--- src/hw/fetch_settings.svh ---
`ifndef FETCH_SETTINGS_SVH
`define FETCH_SETTINGS_SVH

// datapath width
`define XLEN 32

// global history length in bits
`define HISLEN 8

// direction counter table, indexed by pc[7:2] ^ history[5:0]
`define BHT_ENTRIES 64

// return address stack entries
`define RAS_DEPTH 4

// trap bus to IF/ID
`define TRAP_LEN 16
`define TRAP_INST_ADDR_MISALIGNED 0
`define TRAP_INST_ACCESS_FAULT 1

`endif

--- src/hw/fetch_pkg.sv ---
`include "fetch_settings.svh"

package fetch_pkg;

  // jump type encoding shared with execute
  typedef enum logic [1:0] {
    JK_NONE   = 2'b00,
    JK_JAL    = 2'b01,
    JK_JALR   = 2'b10,
    JK_BRANCH = 2'b11
  } jump_kind_e;

  // predecoder result for the word in fetch
  typedef struct packed {
    jump_kind_e       kind;
    logic             is_return; // jalr x0, 0(ra/t0)
    logic [`XLEN-1:0] target;    // pc + imm, pc for non-control words
  } predecode_t;

  // resolution reported by execute
  typedef struct packed {
    logic               valid;
    jump_kind_e         kind;
    logic               taken;   // actual direction
    logic [`XLEN-1:0]   pc;      // pc of the resolved jump
    logic [`HISLEN-1:0] history; // history seen at prediction time
  } bp_update_t;

  // travels with the instruction through IF/ID to execute
  typedef struct packed {
    logic               taken;
    logic [`HISLEN-1:0] history;
  } prediction_t;

endpackage

--- src/hw/branch_predecode.sv ---
`timescale 1ns/1ns
`include "fetch_settings.svh"

module branch_predecode (
  input  logic [`XLEN-1:0]     inst_i,
  input  logic [`XLEN-1:0]     pc_i,
  output fetch_pkg::predecode_t pdec_o
);

  localparam logic [6:0] OPC_JAL    = 7'b1101111;
  localparam logic [6:0] OPC_JALR   = 7'b1100111;
  localparam logic [6:0] OPC_BRANCH = 7'b1100011;

  logic [6:0]       opcode;
  logic [2:0]       funct3;
  logic [4:0]       rd;
  logic [4:0]       rs1;
  logic [`XLEN-1:0] imm_j;
  logic [`XLEN-1:0] imm_b;
  logic [`XLEN-1:0] imm_sel;

  assign opcode = inst_i[6:0];
  assign funct3 = inst_i[14:12];
  assign rd     = inst_i[11:7];
  assign rs1    = inst_i[19:15];

  // J and B immediates, sign taken from bit 31
  assign imm_j = {{(`XLEN-20){inst_i[31]}}, inst_i[19:12], inst_i[20], inst_i[30:21], 1'b0};
  assign imm_b = {{(`XLEN-12){inst_i[31]}}, inst_i[7], inst_i[30:25], inst_i[11:8], 1'b0};

  always_comb begin
    pdec_o.kind      = fetch_pkg::JK_NONE;
    pdec_o.is_return = 1'b0;
    imm_sel          = '0;
    case (opcode)
      OPC_JAL: begin
        pdec_o.kind = fetch_pkg::JK_JAL;
        imm_sel     = imm_j;
      end
      OPC_JALR: begin
        if (funct3 == 3'b000) begin
          pdec_o.kind = fetch_pkg::JK_JALR;
          // ret idiom: no link, source is ra or t0
          pdec_o.is_return = (rd == 5'd0) && ((rs1 == 5'd1) || (rs1 == 5'd5));
        end
      end
      OPC_BRANCH: begin
        pdec_o.kind = fetch_pkg::JK_BRANCH;
        imm_sel     = imm_b;
      end
      default: ; // not a control transfer
    endcase
    // one adder, jalr target needs rs1 so it stays at pc
    pdec_o.target = pc_i + imm_sel;
  end

endmodule

--- src/hw/fetch_unit.sv ---
`timescale 1ns/1ns
`include "fetch_settings.svh"

module fetch_unit (
  input  logic                   clk,
  input  logic                   rst_i,
  input  logic [`XLEN-1:0]       inst_addr_i,      // from pc register
  input  logic [`XLEN-1:0]       if_rdata_i,
  input  logic                   if_rdata_valid_i, // memory data ready
  input  logic                   if_rerr_i,        // bus error on fetch
  input  fetch_pkg::bp_update_t  update_i,         // from execute
  input  logic                   ex_stall_i,
  input  logic                   ras_push_i,       // call in decode
  input  logic [`XLEN-1:0]       ras_push_addr_i,  // its link address
  output logic [`XLEN-1:0]       inst_addr_o,      // to IF/ID
  output logic [`XLEN-1:0]       inst_data_o,
  output logic [`TRAP_LEN-1:0]   trap_bus_o,
  output logic                   ram_stall_o,
  output logic [`XLEN-1:0]       bpu_pc_o,         // to pc register
  output logic                   bpu_pc_valid_o,
  output fetch_pkg::prediction_t pred_o            // to execute via IF/ID
);

  fetch_pkg::predecode_t pdec;
  logic                  gs_taken;
  logic [`HISLEN-1:0]    gs_history;
  logic [`XLEN-1:0]      ras_top;
  logic                  ras_empty;
  logic                  ras_pop;
  logic                  ram_stall;

  // hold the pipeline until memory returns the word
  assign ram_stall   = !if_rdata_valid_i;
  assign ram_stall_o = ram_stall;

  assign inst_addr_o = inst_addr_i;
  assign inst_data_o = if_rdata_i;

  always_comb begin
    trap_bus_o = '0;
    trap_bus_o[`TRAP_INST_ADDR_MISALIGNED] = |inst_addr_i[1:0];
    trap_bus_o[`TRAP_INST_ACCESS_FAULT]    = if_rdata_valid_i & if_rerr_i; // error only with data
  end

  branch_predecode branch_predecode_inst (
    .inst_i (if_rdata_i),
    .pc_i   (inst_addr_i),
    .pdec_o (pdec)
  );

  gshare_predictor gshare_predictor_inst (
    .clk       (clk),
    .rst_i     (rst_i),
    .pc_i      (inst_addr_i),
    .update_i  (update_i),
    .stall_i   (ex_stall_i),
    .taken_o   (gs_taken),
    .history_o (gs_history)
  );

  return_stack return_stack_inst (
    .clk         (clk),
    .rst_i       (rst_i),
    .push_i      (ras_push_i), // not gated by the fetch stall
    .push_addr_i (ras_push_addr_i),
    .pop_i       (ras_pop),
    .top_o       (ras_top),
    .empty_o     (ras_empty)
  );

  next_pc_select next_pc_select_inst (
    .pc_i           (inst_addr_i),
    .pdec_i         (pdec),
    .taken_i        (gs_taken),
    .ras_top_i      (ras_top),
    .ras_empty_i    (ras_empty),
    .stall_i        (ram_stall),
    .bpu_pc_o       (bpu_pc_o),
    .bpu_pc_valid_o (bpu_pc_valid_o),
    .ras_pop_o      (ras_pop)
  );

  // execute compares this against the resolved direction
  assign pred_o.taken   = bpu_pc_valid_o;
  assign pred_o.history = gs_history;

endmodule

--- src/hw/gshare_predictor.sv ---
`timescale 1ns/1ns
`include "fetch_settings.svh"

module gshare_predictor (
  input  logic                   clk,
  input  logic                   rst_i,
  input  logic [`XLEN-1:0]       pc_i,
  input  fetch_pkg::bp_update_t  update_i,
  input  logic                   stall_i,  // execute stall, no training
  output logic                   taken_o,
  output logic [`HISLEN-1:0]     history_o
);

  localparam int IDX_W = $clog2(`BHT_ENTRIES);

  logic [1:0]         bht [`BHT_ENTRIES];
  logic [`HISLEN-1:0] history;
  logic [IDX_W-1:0]   lookup_idx;
  logic [IDX_W-1:0]   upd_idx;
  logic [1:0]         upd_cnt;
  logic               train;

  // word address bits xor'd with recent history
  assign lookup_idx = pc_i[IDX_W+1:2] ^ history[IDX_W-1:0];

  // training uses the history that was live when this branch was predicted
  assign upd_idx = update_i.pc[IDX_W+1:2] ^ update_i.history[IDX_W-1:0];
  assign upd_cnt = bht[upd_idx];

  // only conditional branches train, jumps are always taken anyway
  assign train = update_i.valid && (update_i.kind == fetch_pkg::JK_BRANCH) && !stall_i;

  always_ff @(posedge clk) begin
    if (rst_i) begin
      history <= '0;
      for (int i = 0; i < `BHT_ENTRIES; i++) begin
        bht[i] <= 2'b01; // weakly not taken
      end
    end else if (train) begin
      history <= {history[`HISLEN-2:0], update_i.taken};
      if (update_i.taken) begin
        if (upd_cnt != 2'b11) begin
          bht[upd_idx] <= upd_cnt + 2'd1;
        end
      end else begin
        if (upd_cnt != 2'b00) begin
          bht[upd_idx] <= upd_cnt - 2'd1;
        end
      end
    end
  end

  assign taken_o   = bht[lookup_idx][1]; // msb of the counter
  assign history_o = history;

  // execute must report branches at word aligned pcs, else the index is off
  branch_update_aligned_a : assert property (
    @(posedge clk) disable iff (rst_i)
    (update_i.valid && update_i.kind == fetch_pkg::JK_BRANCH) |-> (update_i.pc[1:0] == 2'b00)
  );

endmodule

--- src/hw/next_pc_select.sv ---
`timescale 1ns/1ns
`include "fetch_settings.svh"

module next_pc_select (
  input  logic                  [`XLEN-1:0] pc_i,
  input  fetch_pkg::predecode_t pdec_i,
  input  logic                  taken_i,      // gshare direction
  input  logic                  [`XLEN-1:0] ras_top_i,
  input  logic                  ras_empty_i,
  input  logic                  stall_i,      // fetch data not valid
  output logic                  [`XLEN-1:0] bpu_pc_o,
  output logic                  bpu_pc_valid_o,
  output logic                  ras_pop_o
);

  always_comb begin
    bpu_pc_o       = pc_i + `XLEN'd4; // fall through
    bpu_pc_valid_o = 1'b0;
    ras_pop_o      = 1'b0;
    if (!stall_i) begin
      case (pdec_i.kind)
        fetch_pkg::JK_JAL: begin
          bpu_pc_o       = pdec_i.target;
          bpu_pc_valid_o = 1'b1;
        end
        fetch_pkg::JK_BRANCH: begin
          if (taken_i) begin
            bpu_pc_o       = pdec_i.target;
            bpu_pc_valid_o = 1'b1;
          end
        end
        fetch_pkg::JK_JALR: begin
          // only returns are predictable without rs1
          if (pdec_i.is_return && !ras_empty_i) begin
            bpu_pc_o       = ras_top_i;
            bpu_pc_valid_o = 1'b1;
            ras_pop_o      = 1'b1;
          end
        end
        default: ;
      endcase
    end
  end

endmodule

--- src/hw/return_stack.sv ---
`timescale 1ns/1ns
`include "fetch_settings.svh"

module return_stack (
  input  logic             clk,
  input  logic             rst_i,
  input  logic             push_i,       // call seen in decode
  input  logic [`XLEN-1:0] push_addr_i,
  input  logic             pop_i,        // return predicted in fetch
  output logic [`XLEN-1:0] top_o,
  output logic             empty_o
);

  localparam int PTR_W = $clog2(`RAS_DEPTH);
  localparam int CNT_W = $clog2(`RAS_DEPTH + 1);

  logic [`XLEN-1:0] stack [`RAS_DEPTH];
  logic [PTR_W-1:0] ptr;   // slot of the top entry
  logic [CNT_W-1:0] count;

  always_ff @(posedge clk) begin
    if (rst_i) begin
      ptr   <= '0;
      count <= '0;
    end else if (push_i && pop_i) begin
      // return and call together, top is swapped in place
    end else if (push_i) begin
      ptr <= ptr + 1'b1; // wraps onto the oldest when full
      if (count != CNT_W'(`RAS_DEPTH)) begin
        count <= count + 1'b1;
      end
    end else if (pop_i) begin
      ptr   <= ptr - 1'b1;
      count <= count - 1'b1;
    end
  end

  always_ff @(posedge clk) begin
    if (push_i && pop_i) begin
      stack[ptr] <= push_addr_i;
    end else if (push_i) begin
      stack[ptr + 1'b1] <= push_addr_i;
    end
  end

  assign top_o   = stack[ptr];
  assign empty_o = (count == '0);

  // next_pc_select must gate pops with empty
  no_pop_when_empty_a : assert property (
    @(posedge clk) disable iff (rst_i) pop_i |-> !empty_o
  );

endmodule

--- config.mk ---
export PLATFORM = sky130hd
export DESIGN_NAME = fetch_unit
export DESIGN_NICKNAME = d
export VERILOG_FILES = /design/src/hw/fetch_pkg.sv /design/src/hw/branch_predecode.sv /design/src/hw/fetch_unit.sv /design/src/hw/gshare_predictor.sv /design/src/hw/next_pc_select.sv /design/src/hw/return_stack.sv
export VERILOG_INCLUDE_DIRS = /design/src /design/src/hw
export SDC_FILE = /design/constraint.sdc
export NUM_CORES = 1
export LEC_CHECK = 0
export BUFFER_PORTS_ARGS = -buffer_cell sky130_fd_sc_hd__buf_2
export CORE_MARGIN = 3
export CORE_UTILIZATION = 57
export CTS_CLUSTER_SIZE = 25
export DETAILED_ROUTE_END_ITERATION = 8
export GPL_ROUTABILITY_DRIVEN = 0
export MAX_ROUTING_LAYER = met4
export PLACE_DENSITY = 0.83
export SLEW_MARGIN = 40
export SYNTH_ARGS = -nofsm -noshare
export SYNTH_HDL_FRONTEND = slang
export SYNTH_SLANG_ARGS = --single-unit
--- constraint.sdc ---
create_clock -name clk -period 7.6 [get_ports clk]
set_clock_uncertainty 0.05 [all_clocks]
set_input_delay 1.52 -clock clk [delete_from_list [all_inputs] [get_ports clk]]
set_output_delay 1.52 -clock clk [all_outputs]
set_load 0.05 [all_outputs]
# Word-level counts from Yosys, hierarchy flattened
# Memories as Yosys holds them, arrays and structs flattened. A register that Yosys moved wholly into a read port is not among the register bits.
# Index checks and enable logic that the tools add are counted.
# totals
elab_cells,94
n_memories,2
latchBits,0
ramBits,256
reg_bits,13
out_inout_bits,123
rom_bits,0
inputBits,146
# memory_table
memory,depth,word_bits,read_ports,rd_ports_with_merged_regs,wr,line_no,source
gshare_predictor_inst.bht,64,2,2,0,64,gshare_predictor.sv:16,logic [1:0] bht [`BHT_ENTRIES];
return_stack_inst.stack,4,32,1,1,1,return_stack.sv:17,logic [`XLEN-1:0] stack [`RAS_DEPTH];
# op_classes
div,0
n_lt_le_gt_ge,0
n_mul,0
addsub,8
reduce_logical,19
shifts,0
n_bitwise,5
mux,45
eq_ne,12
# op_table
operator,count
32-bit 2-to-1 mux,4
32-bit one-hot mux with 3 select lines,1
32-bit one-hot mux with 2 select lines,1
"32-bit by 3-bit adder with 32-bit output, second input constant",1
32-bit adder,1
32-bit OR reduction,1
1-bit 2-to-1 mux,25
"7-bit equality test, second input constant",3
2-bit 2-to-1 mux,7
3-bit 2-to-1 mux,4
6-bit bitwise XOR,2
"2-bit equality test, second input constant",3
3-bit zero test,2
6-bit 2-to-1 mux,1
2-bit one-hot mux with 3 select lines,1
"5-bit by 1-bit equality test with 1-bit output, second input constant",1
"5-bit by 3-bit equality test with 1-bit output, second input constant",1
1-bit logical AND,5
5-bit zero test,1
"2-bit by 1-bit adder with 2-bit output, second input constant",2
2-bit nonzero test,2
2-bit OR reduction,2
"2-bit by 1-bit subtractor with 2-bit output, second input constant",2
"3-bit by 1-bit adder with 3-bit output, second input constant",1
13 further kinds,15

# Logic depth before layout (Yosys ltp)
# depth
depth_word,14
ltp_mapped,18
depth_no_buf,15

# Modules after synthesis
# A second synthesis with hierarchy kept.
# hier_totals
cells_unflattened,1440
area_unflattened_um2,16888.7
# by_module_without_submodules
mod,seq_area_each_um2,n_inst,cells_per_inst,area_per_inst_um2
gshare_predictor,4003.8,1,680,7966.4
return_stack,3983.8,1,217,5076.1
branch_predecode,0.0,1,240,1746.7
next_pc_select,0.0,1,220,1486.4
fetch_unit,0.0,1,83,613.1

# Worst setup path before layout
# OpenSTA, ideal clock, no wires.
# synth_path
kind,input to output
startpoint,in if_rdata_i[1]
endpoint,out bpu_pc_o[31]
arrival_ns,5.893
path_buffers,1
required_ns,6.030
stages,15
setup_slack_ns,0.137
path_cell_list,nand4_1 nor4_1 nand2_1 nand2_1 ha_1 clkbuf_1 nand2_1 or2_2 or4_1 o32ai_1 a211oi_1 or2_2 nor2_1 mux2i_1 o31ai_1
# synth_via
elab_chain_cells,6
elab_cells_between_ends,15
classes_between,1 x add/sub; 6 x eq/ne; 7 x mux; 1 x reduce/logical
# synth_lines
element,line_no,source
from (decl),fetch_unit.sv:8,"input logic [`XLEN-1:0] if_rdata_i,"
7-bit equality test,branch_predecode.sv:35,case (opcode)
32-bit one-hot mux with 2 select lines or 1-bit 2-to-1 mux (tied branches),branch_predecode.sv:35,
32-bit adder or 1-bit logical AND (tied branches),"branch_predecode.sv:54, next_pc_select.sv:34",
32-bit 2-to-1 mux (on tied branches),"next_pc_select.sv:27, next_pc_select.sv:34",
32-bit one-hot mux with 3 select lines (*),next_pc_select.sv:21,case (pdec_i.kind)
32-bit 2-to-1 mux (*),next_pc_select.sv:20,if (!stall_i) begin
to (decl),fetch_unit.sv:19,"output logic [`XLEN-1:0] bpu_pc_o,"
# Mark *: on every way between the ends. The rest lies on a longest branch, timed or not.

# Worst setup path in the final report
# layout_path
startpoint,in if_rdata_i[0]
endpoint,out bpu_pc_o[31]
# The elaborated chain is that of the path after synthesis.

==> impl_metrics.env <==
export IMPL_status="finished, final reports clean"
export IMPL_max_freq_ghz=0.1401
export IMPL_synth_compound_area_share_pct=13.76
export IMPL_slowest_stage="or4_1"
export IMPL_syn2layout_area_growth_pct=13.81
export IMPL_grt_pass1_wl_um=68410
export IMPL_worstSetupEndpointType="output pin"
export IMPL_clock_latency_ns=0.55
export IMPL_rsz0062_at_grt="false"
export IMPL_synth_area_top_cells="edfxtp_1, mux4_2, buf_4"
export IMPL_finalMaxSlewViolations=0
export IMPL_hold_viol=0
export IMPL_slew_headroom_pct=39.33
export IMPL_dieArea_um2=29710
export IMPL_routed_wl_um=46450
export IMPL_grt_pass1_vias=11932
export IMPL_path_delay_family="simple AND/OR/NAND/NOR gates"
export IMPL_synth_fa_ha_area_share_pct=2.950
export IMPL_first_iter_violations=2023
export IMPL_synth_most_common_cell="edfxtp_1"
export IMPL_ys_flop_type="edfxtp_1"
export IMPL_drt_pass1_iter_count=6
export IMPL_async_flop_share_pct=0
export IMPL_viasPerCell=6.698
export IMPL_crit_type="in -> out"
export IMPL_min_period_ns=7.136
export IMPL_clockBufferDepth=3
export IMPL_synth_top_family_by_area="simple AND/OR/NAND/NOR gates"
export IMPL_dp_slack_ns=0.5505
export IMPL_wl_per_cell_um=24.47
export IMPL_worstPathArrival_ns=5.57
export IMPL_path_clk_slew_ns=0.06
export IMPL_worst_pin_slew_ns=0.9051
export IMPL_coreArea_um2=27100
export IMPL_grt_usage_pct=31.12
export IMPL_cts_hold_buffers_added=0
export IMPL_cts_buffers=27
export IMPL_max_stage_delay_ns=0.52
export IMPL_min_path_type="reg -> reg"
export IMPL_final_layout_size_suffix_gt1_share_pct=27.79
export IMPL_hpwl_um=33010
export IMPL_synth_top_area_share_pct=48.72
export IMPL_fin_nets=1684
export IMPL_critPathMaxFanout=11
export IMPL_yosys_warnings=0
export IMPL_drc=0
export IMPL_utilization_pct=66.26
export IMPL_antenna_found_initial=4
export IMPL_cts_resized=0
export IMPL_worstPathRequired_ns=6.03
export IMPL_cts_sinks=271
export IMPL_power_static_leakage_nw=6.485
export IMPL_setup_viol=0
export IMPL_p_per_area_nw_per_um2=216.0
export IMPL_fp_row_count=60
export IMPL_synth_simple_area_share_pct=14.53
export IMPL_avgSynthCellArea_um2=11.72
export IMPL_ys_top_cells_by_count="edfxtp_1, nand2_1, buf_4"
export IMPL_cts_setup_buffers=0
export IMPL_initial_core_util_pct=58.22
export IMPL_grt_max_degree=80
export IMPL_path_buf_inv=4
export IMPL_peakVddDrop_uv=142.3
export IMPL_die_y_um=172.4
export IMPL_place_port_buffers=226
export IMPL_final_period_utilization_pct=93.89
export IMPL_seq_area_frac_synth_pct=50.62
export IMPL_ys_types=73
export IMPL_synth_xor_area_share_pct=4.377
export IMPL_syn_inst=1346
export IMPL_chipWidth_um=172.4
export IMPL_h_tree_depth=1
export IMPL_syn_area_um2=15780
export IMPL_drtAntennaViolNets=0
export IMPL_ys_seq_elements=271
export IMPL_crit_chain="buf_2 -> nand4_1 -> nor2_1 -> and3_1 -> or2_2 -> nand2_1 -> inv_1 -> ha_1 -> inv_1 -> or4_1 -> o32ai_1 -> a211oi_1 -> or2_2 -> nor2_1 -> mux2i_1 -> o31ai_1 -> buf_2"
export IMPL_clockRootBuffer="clkbuf_16"
export IMPL_synth_top_cell_by_area="edfxtp_1"
export IMPL_pin_count=269
export IMPL_synth_mux_area_share_pct=7.382
export IMPL_cts_tree="done"
export IMPL_num_vias=12713
export IMPL_worst_slack_ns=0.4643
export IMPL_fin_setup_tns_ns=0
export IMPL_startpoint_type="primary input"
export IMPL_synth_edff_count=256
export IMPL_maxCapViolations=0
export IMPL_overflow=0
==> flip-flops by register name, summed over array words and instances (netlist names), named ones only <==
register / flops
gshare_predictor_inst.history_o: 8
return_stack_inst.stack: 128
return_stack_inst.ptr: 2
gshare_predictor_inst.bht: 128
return_stack_inst.count: 3
==> cells by family after synthesis <==
group / after synthesis
buffers and inverters: 174
adders and majority gates: 36
AOI/OAI and AO/OA: 308
and+or+nand+nor: 422
DFF: 271
xor gates and xnor gates: 78
muxes: 56
other: 1
==> worst register-to-register path, cell delays in order, from the launching register on <==
cell	delay [ns]
dfxtp_1	0.43
nor3_1	0.15
nor4_1	0.33
nand3_1	0.29
nor3_4	0.65
buf_4	0.35
inv_1	0.10
ha_1	0.26
or3_1	0.42
a21oi_4	0.50
buf_16	0.23
buf_6	0.16
==> stage by stage <==
| step | power (W) | hold WS [ns] | cells | cell area (um^2) |
|---|---|---|---|---|
| floorplan | 0.002326 | 0.4422 | 1359 | 15830 |
| global placement | 0.002534 | 0.3964 | 1841 | 16930 |
| global route | 0.003985 | 0.4496 | 1898 | 17960 |
| CTS | 0.003857 | 0.4138 | 1892 | 17900 |
| detailed placement | 0.002559 | 0.3957 | 1843 | 17010 |
| finish | 0.003878 | 0.4135 | 1898 | 17960 |
==> cells in the final DEF (no fill, tap or decap), types with 28 or more instances in the layout <==
master,netlist,layout
edfxtp_1,256,256
buf_2,9,222
nand2_1,119,119
nor2_1,61,60
a22oi_1,56,56
a21o_1,50,50
mux4_2,48,48
xnor2_1,42,40
nor3b_1,41,40
a21oi_1,40,39
nor3_1,43,37
buf_4,84,37
o21ai_0,34,34
ha_1,34,34
o22ai_1,32,32
xor2_1,35,31
nand3_1,30,30
o21bai_1,28,28
==> final timing paths <==
kind,from,end,slack (ns),cells past startpoint
worst max register to register,return_stack_inst.count[0]$_SDFFE_PP0P_,return_stack_inst.stack[0][24]$_DFFE_PP_,3.40,11
worst min register to register,gshare_predictor_inst.history_o[7]$_SDFFE_PP0P_,gshare_predictor_inst.history_o[7]$_SDFFE_PP0P_,0.41,2
worst max-delay path,if_rdata_i[0],bpu_pc_o[31],0.46,17
worst min-delay path,gshare_predictor_inst.history_o[7]$_SDFFE_PP0P_,gshare_predictor_inst.history_o[7]$_SDFFE_PP0P_,0.41,2
==> area by class of cell <==
| type | instances | area [um^2] |
|---|---|---|
| antenna | 4 | 10.01 |
| clock inverter | 7 | 67.56 |
| multi-input combinational | 914 | 6969 |
| fill | 1860 | 9144 |
| inverter | 20 | 75.07 |
| clock buffer | 42 | 822.0 |
| tap | 372 | 465.4 |
| sequential | 271 | 7989 |
| timing repair buffer | 268 | 1559 |
==> layer usage <==
metal | track usage, % | up-vias | routed length, um
li1 | - | 5451 | -
met1 | 40.18 | 6025 | 16430
met2 | 48.58 | 1057 | 21810
met3 | 6.356 | 180 | 6052
met4 | 12.77 | 0 | 2162
met5 | - | - | 0
==> power by group <==
| part | internal, W | leakage (nW) | switching [W] |
|---|---|---|---|
| registers | 0.00169 | 2.39 | 0.0000323 |
| logic | 0.000252 | 3.65 | 0.000580 |
| clock network | 0.000776 | 0.443 | 0.000543 |
| total | 0.00272 | 6.48 | 0.00115 |
Power figures use the tool's default switching activity.
